==> config.mk <==
export PLATFORM = sky130hd
export DESIGN_NAME = cpuCore
export DESIGN_NICKNAME = d
export VERILOG_FILES = /design/src/pipePkg.sv /design/src/isaPkg.sv /design/src/cpuCore.sv /design/src/executeStage.sv /design/src/decodeStage.sv /design/src/regFile.sv /design/src/fetchUnit.sv
export SDC_FILE = /design/constraint.sdc
export NUM_CORES = 2
export LEC_CHECK = 0
export BUFFER_PORTS_ARGS = -buffer_cell sky130_fd_sc_hd__buf_2
export CAP_MARGIN = 25
export CORE_MARGIN = 4
export CORE_UTILIZATION = 50
export CTS_CLUSTER_DIAMETER = 80
export DETAILED_ROUTE_END_ITERATION = 10
export PLACE_DENSITY = 0.66
export SETUP_SLACK_MARGIN = 0.02
export SYNTH_ARGS = -nofsm -noshare
export SYNTH_HDL_FRONTEND = slang
export SYNTH_HIERARCHICAL = 1
export SYNTH_SLANG_ARGS = --single-unit
==> constraint.sdc <==
create_clock -name clk -period 14.1 [get_ports clk]
set_clock_uncertainty 0.1 [all_clocks]
set_input_delay 2.82 -clock clk [delete_from_list [all_inputs] [get_ports clk]]
set_output_delay 2.82 -clock clk [all_outputs]
set_load 0.02 [all_outputs]
==> src/pipePkg.sv <==
`default_nettype none

package pipePkg;

    typedef enum logic [2:0] {
        aluAdd,
        aluSub,
        aluAnd,
        aluOr,
        aluXor,
        aluSlt,
        aluLui
    } aluOp_t;

    typedef enum logic [1:0] {
        memNone,
        memLoad,
        memStore
    } memOp_t;

    // Where the register write value comes from
    typedef enum logic [1:0] {
        wbNone,
        wbAlu,
        wbMem
    } wbSrc_t;

endpackage

`default_nettype wire

==> src/isaPkg.sv <==
`default_nettype none

package isaPkg;

    typedef logic [31:0] word_t;
    typedef logic [4:0]  regAddr_t;

    // Primary opcode field in bits 31:26
    typedef enum logic [5:0] {
        opSpecial = 6'h00,
        opAddiu   = 6'h09,
        opAndi    = 6'h0c,
        opOri     = 6'h0d,
        opLui     = 6'h0f,
        opLw      = 6'h23,
        opSw      = 6'h2b
    } opcode_t;

    // Function field of SPECIAL in bits 5:0
    typedef enum logic [5:0] {
        fnAddu = 6'h21,
        fnSubu = 6'h23,
        fnAnd  = 6'h24,
        fnOr   = 6'h25,
        fnXor  = 6'h26,
        fnSlt  = 6'h2a
    } funct_t;

endpackage

`default_nettype wire
==> src/cpuCore.sv <==
`timescale 1ns/1ps
`default_nettype none

module cpuCore import isaPkg::*, pipePkg::*; #(
    parameter word_t resetPc = 32'hbfc0_0000
) (
    input  wire        clk,
    input  wire        reset,
    output word_t      instAddr,
    output logic       instReadEn,
    input  wire word_t instRdata,
    input  wire        instValid,
    output word_t      dataAddr,
    output word_t      dataWdata,
    output logic       dataRead,
    output logic       dataWrite,
    input  wire word_t dataRdata,
    input  wire        dataValid,
    output word_t      debugWbPc,
    output logic [3:0] debugWbRfWen,
    output regAddr_t   debugWbRfWnum,
    output word_t      debugWbRfWdata
);

    logic     fetchValid;
    word_t    fetchInst;
    word_t    fetchPc;
    logic     decodeStall;
    regAddr_t readAddr1;
    regAddr_t readAddr2;
    word_t    readData1;
    word_t    readData2;
    logic     fwdValid;
    regAddr_t fwdDest;
    word_t    fwdValue;
    logic     exBusy;
    logic     exLoadValid;
    regAddr_t exLoadDest;
    logic     issueValid;
    word_t    issuePc;
    regAddr_t issueDest;
    word_t    issueResult;
    word_t    issueStoreData;
    memOp_t   issueMemOp;
    wbSrc_t   issueWbSrc;
    regAddr_t wbAddr;
    word_t    wbData;

    fetchUnit #(
        .resetPc(resetPc)
    ) fetch (
        .clk(clk),
        .reset(reset),
        .instAddr(instAddr),
        .instReadEn(instReadEn),
        .instRdata(instRdata),
        .instValid(instValid),
        .decodeStall(decodeStall),
        .fetchValid(fetchValid),
        .fetchInst(fetchInst),
        .fetchPc(fetchPc)
    );

    decodeStage decode (
        .clk(clk),
        .reset(reset),
        .fetchValid(fetchValid),
        .fetchInst(fetchInst),
        .fetchPc(fetchPc),
        .decodeStall(decodeStall),
        .readAddr1(readAddr1),
        .readAddr2(readAddr2),
        .readData1(readData1),
        .readData2(readData2),
        .fwdValid(fwdValid),
        .fwdDest(fwdDest),
        .fwdValue(fwdValue),
        .exBusy(exBusy),
        .exLoadValid(exLoadValid),
        .exLoadDest(exLoadDest),
        .issueValid(issueValid),
        .issuePc(issuePc),
        .issueDest(issueDest),
        .issueResult(issueResult),
        .issueStoreData(issueStoreData),
        .issueMemOp(issueMemOp),
        .issueWbSrc(issueWbSrc)
    );

    regFile regs (
        .clk(clk),
        .reset(reset),
        .readAddr1(readAddr1),
        .readAddr2(readAddr2),
        .readData1(readData1),
        .readData2(readData2),
        .wbAddr(wbAddr),
        .wbData(wbData)
    );

    executeStage execute (
        .clk(clk),
        .reset(reset),
        .issueValid(issueValid),
        .issuePc(issuePc),
        .issueDest(issueDest),
        .issueResult(issueResult),
        .issueStoreData(issueStoreData),
        .issueMemOp(issueMemOp),
        .issueWbSrc(issueWbSrc),
        .exBusy(exBusy),
        .exLoadValid(exLoadValid),
        .exLoadDest(exLoadDest),
        .fwdValid(fwdValid),
        .fwdDest(fwdDest),
        .fwdValue(fwdValue),
        .dataAddr(dataAddr),
        .dataRead(dataRead),
        .dataWrite(dataWrite),
        .dataWdata(dataWdata),
        .dataRdata(dataRdata),
        .dataValid(dataValid),
        .wbAddr(wbAddr),
        .wbData(wbData),
        .debugWbPc(debugWbPc),
        .debugWbRfWen(debugWbRfWen),
        .debugWbRfWnum(debugWbRfWnum),
        .debugWbRfWdata(debugWbRfWdata)
    );

endmodule

`default_nettype wire

==> src/executeStage.sv <==
`timescale 1ns/1ps
`default_nettype none

module executeStage import isaPkg::*, pipePkg::*; (
    input  wire           clk,
    input  wire           reset,
    input  wire           issueValid,
    input  wire word_t    issuePc,
    input  wire regAddr_t issueDest,
    input  wire word_t    issueResult,
    input  wire word_t    issueStoreData,
    input  wire memOp_t   issueMemOp,
    input  wire wbSrc_t   issueWbSrc,
    output logic          exBusy,
    output logic          exLoadValid,
    output regAddr_t      exLoadDest,
    output logic          fwdValid,
    output regAddr_t      fwdDest,
    output word_t         fwdValue,
    output word_t         dataAddr,
    output logic          dataRead,
    output logic          dataWrite,
    output word_t         dataWdata,
    input  wire word_t    dataRdata,
    input  wire           dataValid,
    output regAddr_t      wbAddr,
    output word_t         wbData,
    output word_t         debugWbPc,
    output logic [3:0]    debugWbRfWen,
    output regAddr_t      debugWbRfWnum,
    output word_t         debugWbRfWdata
);

    logic     exValid;
    word_t    exPc;
    regAddr_t exDest;
    word_t    exResult;
    word_t    exStoreData;
    memOp_t   exMemOp;
    wbSrc_t   exWbSrc;
    logic     memActive;
    logic     wbEn;

    // Instruction stays put while the data access is outstanding
    always_ff @(posedge clk) begin
        if (reset) begin
            exValid <= 1'b0;
        end else if (!exBusy) begin
            exValid <= issueValid;
        end
    end

    always_ff @(posedge clk) begin
        if (issueValid) begin
            exPc        <= issuePc;
            exDest      <= issueDest;
            exResult    <= issueResult;
            exStoreData <= issueStoreData;
            exMemOp     <= issueMemOp;
            exWbSrc     <= issueWbSrc;
        end
    end

    assign memActive   = exValid && exMemOp != memNone;
    assign exBusy      = memActive && !dataValid;
    assign exLoadValid = exBusy && exMemOp == memLoad;
    assign exLoadDest  = exDest;

    assign dataRead  = exValid && exMemOp == memLoad;
    assign dataWrite = exValid && exMemOp == memStore;
    assign dataAddr  = exResult;
    assign dataWdata = exStoreData;

    assign fwdValid = exValid && exWbSrc == wbAlu;
    assign fwdDest  = exDest;
    assign fwdValue = exResult;

    // Loads write back in the cycle the data arrives
    assign wbEn   = exValid && (exWbSrc == wbAlu || (exWbSrc == wbMem && dataValid));
    assign wbAddr = wbEn ? exDest : '0;
    assign wbData = (exWbSrc == wbMem) ? dataRdata : exResult;

    assign debugWbPc      = exPc;
    assign debugWbRfWen   = (wbAddr != '0) ? 4'hf : 4'h0;
    assign debugWbRfWnum  = wbAddr;
    assign debugWbRfWdata = wbData;

endmodule

`default_nettype wire

==> src/decodeStage.sv <==
`timescale 1ns/1ps
`default_nettype none

module decodeStage import isaPkg::*, pipePkg::*; (
    input  wire           clk,
    input  wire           reset,
    input  wire           fetchValid,
    input  wire word_t    fetchInst,
    input  wire word_t    fetchPc,
    output logic          decodeStall,
    output regAddr_t      readAddr1,
    output regAddr_t      readAddr2,
    input  wire word_t    readData1,
    input  wire word_t    readData2,
    input  wire           fwdValid,
    input  wire regAddr_t fwdDest,
    input  wire word_t    fwdValue,
    input  wire           exBusy,
    input  wire           exLoadValid,
    input  wire regAddr_t exLoadDest,
    output logic          issueValid,
    output word_t         issuePc,
    output regAddr_t      issueDest,
    output word_t         issueResult,
    output word_t         issueStoreData,
    output memOp_t        issueMemOp,
    output wbSrc_t        issueWbSrc
);

    logic     holdValid;
    word_t    holdInst;
    word_t    holdPc;
    opcode_t  opcode;
    funct_t   funct;
    regAddr_t rs;
    regAddr_t rt;
    regAddr_t rd;
    logic     readsRs;
    logic     readsRt;
    logic     useImm;
    logic     signExt;
    aluOp_t   aluOp;
    word_t    imm;
    word_t    opA;
    word_t    rtValue;
    word_t    opB;
    word_t    aluOut;
    logic     loadHazard;

    // ALU result sitting in execute overrides the register file
    function automatic word_t pickOperand(regAddr_t src, word_t rfValue);
        if (fwdValid && src != '0 && fwdDest == src) begin
            return fwdValue;
        end
        return rfValue;
    endfunction

    always_ff @(posedge clk) begin
        if (reset) begin
            holdValid <= 1'b0;
        end else if (fetchValid) begin
            holdValid <= 1'b1;
        end else if (issueValid) begin
            holdValid <= 1'b0;
        end
    end

    always_ff @(posedge clk) begin
        if (fetchValid) begin
            holdInst <= fetchInst;
            holdPc   <= fetchPc;
        end
    end

    assign opcode    = opcode_t'(holdInst[31:26]);
    assign funct     = funct_t'(holdInst[5:0]);
    assign rs        = holdInst[25:21];
    assign rt        = holdInst[20:16];
    assign rd        = holdInst[15:11];
    assign readAddr1 = rs;
    assign readAddr2 = rt;

    always_comb begin
        aluOp      = aluAdd;
        issueMemOp = memNone;
        issueWbSrc = wbNone;
        issueDest  = '0;
        readsRs    = 1'b0;
        readsRt    = 1'b0;
        useImm     = 1'b1;
        signExt    = 1'b1;
        case (opcode)
            opSpecial: begin
                readsRs    = 1'b1;
                readsRt    = 1'b1;
                useImm     = 1'b0;
                issueDest  = rd;
                issueWbSrc = wbAlu;
                case (funct)
                    fnAddu:  aluOp = aluAdd;
                    fnSubu:  aluOp = aluSub;
                    fnAnd:   aluOp = aluAnd;
                    fnOr:    aluOp = aluOr;
                    fnXor:   aluOp = aluXor;
                    fnSlt:   aluOp = aluSlt;
                    default: begin
                        issueDest  = '0;
                        issueWbSrc = wbNone;
                    end
                endcase
            end
            opAddiu: begin
                readsRs    = 1'b1;
                issueDest  = rt;
                issueWbSrc = wbAlu;
            end
            opAndi, opOri: begin
                aluOp      = (opcode == opAndi) ? aluAnd : aluOr;
                signExt    = 1'b0;
                readsRs    = 1'b1;
                issueDest  = rt;
                issueWbSrc = wbAlu;
            end
            opLui: begin
                aluOp      = aluLui;
                signExt    = 1'b0;
                issueDest  = rt;
                issueWbSrc = wbAlu;
            end
            opLw: begin
                readsRs    = 1'b1;
                issueDest  = rt;
                issueMemOp = memLoad;
                issueWbSrc = wbMem;
            end
            opSw: begin
                readsRs    = 1'b1;
                readsRt    = 1'b1;
                issueMemOp = memStore;
            end
            // Anything else passes through as a no-op
            default: ;
        endcase
    end

    assign imm     = signExt ? {{16{holdInst[15]}}, holdInst[15:0]} : {16'h0, holdInst[15:0]};
    assign opB     = useImm ? imm : rtValue;

    always_comb begin
        opA     = pickOperand(rs, readData1);
        rtValue = pickOperand(rt, readData2);
    end

    always_comb begin
        case (aluOp)
            aluSub:  aluOut = opA - opB;
            aluAnd:  aluOut = opA & opB;
            aluOr:   aluOut = opA | opB;
            aluXor:  aluOut = opA ^ opB;
            aluSlt:  aluOut = {31'b0, $signed(opA) < $signed(opB)};
            aluLui:  aluOut = {opB[15:0], 16'h0};
            default: aluOut = opA + opB;
        endcase
    end

    // Loaded value not back yet
    assign loadHazard = exLoadValid && exLoadDest != '0 &&
                        ((readsRs && exLoadDest == rs) || (readsRt && exLoadDest == rt));

    assign decodeStall    = holdValid && (exBusy || loadHazard);
    assign issueValid     = holdValid && !decodeStall;
    assign issuePc        = holdPc;
    assign issueResult    = aluOut;
    assign issueStoreData = rtValue;

endmodule

`default_nettype wire

==> src/regFile.sv <==
`timescale 1ns/1ps
`default_nettype none

module regFile import isaPkg::*; (
    input  wire           clk,
    input  wire           reset,
    input  wire regAddr_t readAddr1,
    input  wire regAddr_t readAddr2,
    output word_t         readData1,
    output word_t         readData2,
    input  wire regAddr_t wbAddr,
    input  wire word_t    wbData
);

    word_t regs [1:31];

    // Same-cycle write is visible on the read port
    function automatic word_t readPort(regAddr_t addr);
        if (addr == '0) begin
            return '0;
        end else if (addr == wbAddr) begin
            return wbData;
        end
        return regs[addr];
    endfunction

    always_ff @(posedge clk) begin
        if (reset) begin
            for (int i = 1; i < 32; i++) begin
                regs[i] <= '0;
            end
        end else if (wbAddr != '0) begin
            regs[wbAddr] <= wbData;
        end
    end

    always_comb begin
        readData1 = readPort(readAddr1);
        readData2 = readPort(readAddr2);
    end

endmodule

`default_nettype wire

==> src/fetchUnit.sv <==
`timescale 1ns/1ps
`default_nettype none

module fetchUnit import isaPkg::*; #(
    parameter word_t resetPc = 32'hbfc0_0000
) (
    input  wire        clk,
    input  wire        reset,
    output word_t      instAddr,
    output logic       instReadEn,
    input  wire word_t instRdata,
    input  wire        instValid,
    input  wire        decodeStall,
    output logic       fetchValid,
    output word_t      fetchInst,
    output word_t      fetchPc
);

    word_t pc;
    logic  reqActive;
    logic  bufValid;

    assign instAddr   = pc;
    assign instReadEn = reqActive;

    // Returned word waits here until decode takes it
    assign fetchValid = bufValid && !decodeStall;

    always_ff @(posedge clk) begin
        if (reset) begin
            pc        <= resetPc;
            reqActive <= 1'b0;
            bufValid  <= 1'b0;
        end else begin
            if (reqActive && instValid) begin
                reqActive <= 1'b0;
                pc        <= pc + 32'd4;
            end else if (!reqActive && !decodeStall) begin
                reqActive <= 1'b1;
            end

            if (reqActive && instValid) begin
                bufValid <= 1'b1;
            end else if (fetchValid) begin
                bufValid <= 1'b0;
            end
        end
    end

    always_ff @(posedge clk) begin
        if (reqActive && instValid) begin
            fetchInst <= instRdata;
            fetchPc   <= pc;
        end
    end

endmodule

`default_nettype wire

Yosys cells after proc, flatten, opt, wreduce, memory -nomap -nowiden. Memories as Yosys holds them, arrays and structs flattened. A register that Yosys moved wholly into a read port is not among the register bits. Cells that the tools add are included.

Input port bits: 68. Memory bits (writable): 992. Memories: 1. Register bits after elaboration: 269.

Memories: regs.regs (words 31, width 32, rd ports 2, clocked after memory_dff 2, write ports 31, RTL line regFile.sv:15) `word_t regs [1:31];`.

Add/subtract/negate cells: 3. Bitwise gates (word level): 3. Multiplexer cells: 46. Reductions and logical operators: 46. Equality and inequality tests: 26. Magnitude comparators: 1.

Operators by type and width (number): $mux W32 (14); $pmux W32 S6 (1); $eq A6 B6 Y1 const B (8); $add A32 B3 Y32 const B (1); $add A32 B32 Y32 (1); $and A32 B32 Y32 (1); $lt A32 B32 Y1 (1); $or A32 B32 Y32 (1); $reduce_or A32 Y1 (1); $sub A32 B32 Y32 (1); $xor A32 B32 Y32 (1); $mux W5 (5); $eq A6 B4 Y1 const B (4); $logic_and A1 B1 Y1 (21); $eq A5 B5 Y1 (4); $mux W1 (20); $reduce_bool A5 Y1 (4); $pmux W3 S5 (1); $reduce_or A6 Y1 (2); $logic_not A5 Y1 (2); $pmux W5 S2 (1); $eq A3 B3 Y1 const B (3); $pmux W3 S3 (1); $eq A3 B2 Y1 const B (2); other kinds (14) (24).

Longest topological paths before layout.
Depth in word-level cells: 13. Depth in mapped cells: 26. Depth with buffers taken out: 21.

Modules after synthesis. Netlist, hierarchy kept.

By module, submodules not included: regFile (cells each 3620, area an instance 54731.2 µm², instances 1, sequential area each 30749.5 µm²); decodeStage (cells each 1181, area an instance 9318.9 µm², instances 1, sequential area each 1941.9 µm²); executeStage (cells each 237, area an instance 4396.7 µm², instances 1, sequential area each 3173.0 µm²); fetchUnit (cells each 253, area an instance 3487.1 µm², instances 1, sequential area each 2502.4 µm²).

Worst setup path after synthesis. OpenSTA, ideal clock, no wires.

Path kind: input port to flip-flop. Start point: input dataValid. End point: register execute.exValid. Path buffers: 0. Required time: 13922 ps. Arrival time: 8030 ps. Stages on the path: 5. Setup slack: 5892 ps. Cells stage by stage: nor2b_1 > o2111ai_1 > o21bai_1 > nor2_1 > o21ba_2.

Longest elaborated chain between the ends: 9.

RTL lines: from (decl) (RTL line cpuCore.sv:18) `input wire dataValid,`; $logic_not A1 Y1 (*) (RTL line executeStage.sv:65) `assign exBusy = memActive && !dataValid;`; $logic_and A1 B1 Y1 (*) (RTL line executeStage.sv:65); $logic_and A1 B1 Y1 (RTL line executeStage.sv:66) `assign exLoadValid = exBusy && exMemOp == memLoad;`; $logic_and A1 B1 Y1 (2 in series) (RTL line decodeStage.sv:167) `assign loadHazard = exLoadValid && exLoadDest != '0 &&`; $logic_or A1 B1 Y1 (*) (RTL line decodeStage.sv:170) `assign decodeStall = holdValid && (exBusy || loadHazard);`; $logic_and A1 B1 Y1 (*) (RTL line decodeStage.sv:170); $logic_not A1 Y1 (*) (RTL line decodeStage.sv:171) `assign issueValid = holdValid && !decodeStall;`; $logic_and A1 B1 Y1 (*) (RTL line decodeStage.sv:171); named net issueValid (RTL line cpuCore.sv:39) `logic issueValid;`; to (signal assigned) (RTL line executeStage.sv:49) `exValid <= issueValid;`; to (decl) (RTL line executeStage.sv:34) `logic exValid;`.

Mark *: on every way through the listed nets, which the timed path passes. The rest lies on a longest branch. A chain may end at the register's enable or synchronous reset.

Worst setup path after layout.
Start point: input dataValid. End point: register execute.exResult[26] (netlist: execute/dataAddr[26]) (data pin).

Longest elaborated chain between the ends: 12. Elaborated cells on any way between the ends: 21. Classes of those cells: add/sub: 2; eq/ne: 2; mux: 11; bitwise: 3; reduce/logical: 3.

RTL lines: $logic_and A1 B1 Y1 (*) (RTL line executeStage.sv:79) `assign wbEn = exValid && (exWbSrc == wbAlu || (exWbSrc == wbMem && dataValid));`; $logic_or A1 B1 Y1 (*) (RTL line executeStage.sv:79); $logic_and A1 B1 Y1 (*) (RTL line executeStage.sv:79); $mux W5 (*) (RTL line executeStage.sv:80) `assign wbAddr = wbEn ? exDest : '0;`; $eq A5 B5 Y1 (*) (RTL line regFile.sv:21) `end else if (addr == wbAddr) begin`; $mux W1 (*) (RTL line regFile.sv:21); $mux W1 (*) (RTL line regFile.sv:19) `if (addr == '0) begin`; $mux W32 (*) (RTL line regFile.sv:24) `return regs[addr];`; named net readData2[7] (RTL line cpuCore.sv:32) `word_t readData2;`; $mux W32 (*) (RTL line decodeStage.sv:55) `return rfValue;`; $mux W32 (*) (RTL line decodeStage.sv:147) `assign opB = useImm ? imm : rtValue;`; $add A32 B32 Y32 / $sub A32 B32 Y32 (equally long branches) (RTL line decodeStage.sv:162, decodeStage.sv:156); $pmux W32 S6 (*) (RTL line decodeStage.sv:155) `case (aluOp)`; named net issueResult[26] (RTL line cpuCore.sv:42) `word_t issueResult;`; to (signal assigned) (RTL line executeStage.sv:57) `exResult <= issueResult;`; to (decl) (RTL line executeStage.sv:37) `word_t exResult;`.

Marked as above.

==> impl_metrics.ini <==
[synth]
yosys.area.top_type = edfxtp_1
syn-cell-area_um2 = 71930
syn_inst = 5291
yosys_register_bits = 1289
yosysSeqAreaShare = 0.5334
synth.distinct_cells = 94
syn_area_per_cell_um2 = 13.60
ys_async_sr_fraction = 0
synth_top_cell_area_share = 0.5239
synthTopCellsByArea = edfxtp_1 (52%), mux4_2 (15%), and2_1 (8.8%)
synth_edf_count = 1255
synth_warnings = 6
synth_flop_cell = edfxtp_1

[clocking]
cts.path.max_buffers = 3
cts_sinks = 1289
numCtsBuffers = 141
post_cts_buffers = 0
cts_tree = yes
htree_levels = 4
clk_latency_ns = 0.81
cts_resized = 0
clk_pin_slew_worst_paths_ns = 0.06
root_buffer = clkbuf_16
postCtsHoldBufs = 0

[global_route]
grt_pass1_wl_mm = 370.5
antenna_found_initial = 32
grt_max_degree = 117
grt.total_usage = 0.3462
grt.overflow.total = 0
grt_pass1_vias = 48610

[routing]
vias_per_cell = 6.842
vias = 49920
firstDrtPassIters = 6
drc_errors = 0
antenna_left = 0
wirelength_mm = 264.8
wl_per_cell_um = 36.29
drtIter0Drc = 7488

[floorplan]
ioPinCount = 240
core-area_um2 = 142300
initial_utilization = 0.5056
die_h_um = 387.3
die_w_um = 387.3
std_cell_rows = 138
dieArea_um2 = 150000

[critical_path]
arrival_ns = 9.61
worst-r2r-setup-slack_ns = 5.54
reg2reg_from = decode/holdInst[16]
cp_common_cell = o21ai_0
endpoint_kind = flop
critPathLaunchType = input pin
worstReg2RegEnd = execute/dataAddr[26]
r2r_cells = 17
criticalPathCategory = in -> reg
slowest_stage = o21ai_2
critical_path.cell_chain = buf_2, nand2_1, o21bai_2, and2_1, xnor2_1, nand4_1, o21ai_2, nor3_1, a221o_1, mux2i_1, o21ai_0, ha_1, nor2_1, a221oi_1, o41ai_1, o211ai_1, a21oi_1, o21ai_0, a211oi_1, or3b_1
cp.required_ns = 14.52
path_max_fanout = 11
slowest_delay_ns = 0.85

[timing]
hold_viol = 0
setup_viol = 0
maxSlewViolCount = 0
tightest_slew_ns = 1.139
worst_slack_ns = 4.908
setup_tns_ns = 0
fmax_mhz = 108.8
slew-limit-headroom = 0.2325
rsz0062_at_grt = false
finalCritPeriodShare = 0.6519
timing.final.crit_period_ns = 9.192

[power]
leakage_nw = 28.75
vdd_drop_max_mv = 0.1075
power.density_nw_per_um2 = 112.9
finalPower_w = 0.008913

[finish]
drive_gt1_frac = 0.2290
fill_cells = 11510
area_growth_pct = 9.744
nNetsFinal = 5443
final_cells = 7296

[placed_design]
place.gp.congestion = 1.004
port_buffers = 237
hpwl_mm = 164.1
post-place-ws_ns = 4.393
dp.cells = 7020

[min_path]
hold_depth = 0
min_to = execute/debugWbPc[3]
worstHoldPathType = reg -> reg
min_from = decode/issuePc[3]

[job]
max_cap_violations = 0

[status]
status = finished, final reports clean
==> metrics by stage <==
stage	hold WS, ns	instance area [um^2]	util
6_report	0.3176	78940	0.5549
5_1_grt	0.3215	78910	0.5546
4_1_cts	0.3175	78870	0.5544
3_5_place_dp	0.3045	74310	0.5223
3_3_place_gp	0.3005	74260	0.5219
2_1_floorplan	0.3003	72060	-
==> where the power goes <==
| group | internal, W | switching (W) |
|---|---|---|
| sequential | 0.00432 | 0.0000670 |
| combinational | 0.000281 | 0.000558 |
| clock | 0.00205 | 0.00164 |
| total | 0.00665 | 0.00227 |
==> cells in the final DEF, fill, tap and decap left out, drive strengths merged, types with 108 or more instances in the layout <==
master  synthesis  final
a21oi         180    180
and2         1008   1008
inv           140    150
mux2i         193    193
nor2          159    159
clkbuf        354    178
o21ai         108    108
buf           212    372
mux4          479    479
edfxtp       1255   1255
==> final cells by class <==
class	instances	area [um^2]	share of cell area
Antenna cell	17	42.54	0.0005389
Sequential cell	1289	38370	0.4860
Inverter	142	533.0	0.006752
Clock buffer	176	3660	0.04636
Multi-Input combinational cell	3328	30740	0.3894
Timing Repair Buffer	374	2332	0.02954
Tap cell	1890	2365	0.02996
Clock inverter	80	907.1	0.01149
==> sequential cells by signal, indices dropped and copies added (netlist names) <==
signal,count
regs/regs,1024
decode/holdInst,32
decode/issuePc,32
execute/dataAddr,32
execute/dataWdata,32
execute/debugWbPc,32
fetch/fetchInst,32
fetch/fetchPc,30
fetch/instAddr,30
execute/exLoadDest,5
execute/exMemOp,2
execute/exWbSrc,2
decode/holdValid,1
execute/exValid,1
fetch/bufValid,1
fetch/instReadEn,1
==> cell families (layout without fill, tap and decap cells) <==
group / Yosys count / after routing / share of synthesized area
simple gates: 1624 / 1624 / 0.1332
mux: 735 / 735 / 0.1883
other cells: 2 / 53 / 0.0001044
compound gates: 781 / 781 / 0.07554
flops: 1289 / 1289 / 0.5334
buf+inv: 708 / 772 / 0.04566
xor+xnor: 52 / 52 / 0.006331
fa+ha+maj: 100 / 100 / 0.01757
==> critical path: cells and delay by family <==
kind,cells,cell delay [ns]
AO/OA/AOI/OAI,10,3.98
XOR/XNOR,1,0.17
adder cells (fa/ha/maj),1,0.80
buffers and inverters,1,0.10
multiplexers,1,0.32
AND/OR/NAND/NOR,6,1.38
==> per-layer routing <==
layer | up-vias | track usage | routed length [um]
li1 | 20060 | - | -
met5 | - | 0 | 88
met4 | 14 | 0.1837 | 15860
met2 | 3726 | 0.5167 | 118700
met3 | 791 | 0.1034 | 33690
met1 | 25330 | 0.4588 | 96490
==> synthesized netlist by cell type (all sizes together) (18+ instances only) <==
cell type and number:
a211o 35, a211oi 56, a21oi 180, a221o 40
a221oi 72, a22oi 81, and2 1008, buf 212
clkbuf 354, dfxtp 34, edfxtp 1255, ha 97
inv 140, mux2 63, mux2i 193, mux4 479
nand2 94, nand2b 21, nand3 33, nand4 18
nor2 159, nor2b 69, nor3 81, o211ai 25
o21a 18, o21ai 108, o22ai 37, or2 44
or3 24, xnor2 39
==> worst max-delay path by stage <==
stage	start	endpoint	slack (ns)	depth (start not counted)
after floorplan	dataValid	execute/exValid	5.89	5
after global placement	dataValid	execute/dataAddr[26]	3.95	20
after detailed placement	dataValid	execute/dataAddr[26]	4.39	20
after CTS	dataValid	execute/dataAddr[26]	5.19	20
after global routing	dataValid	execute/dataAddr[26]	4.70	20
final	dataValid	execute/dataAddr[26]	4.91	20
Power figures use the tool's default switching activity.
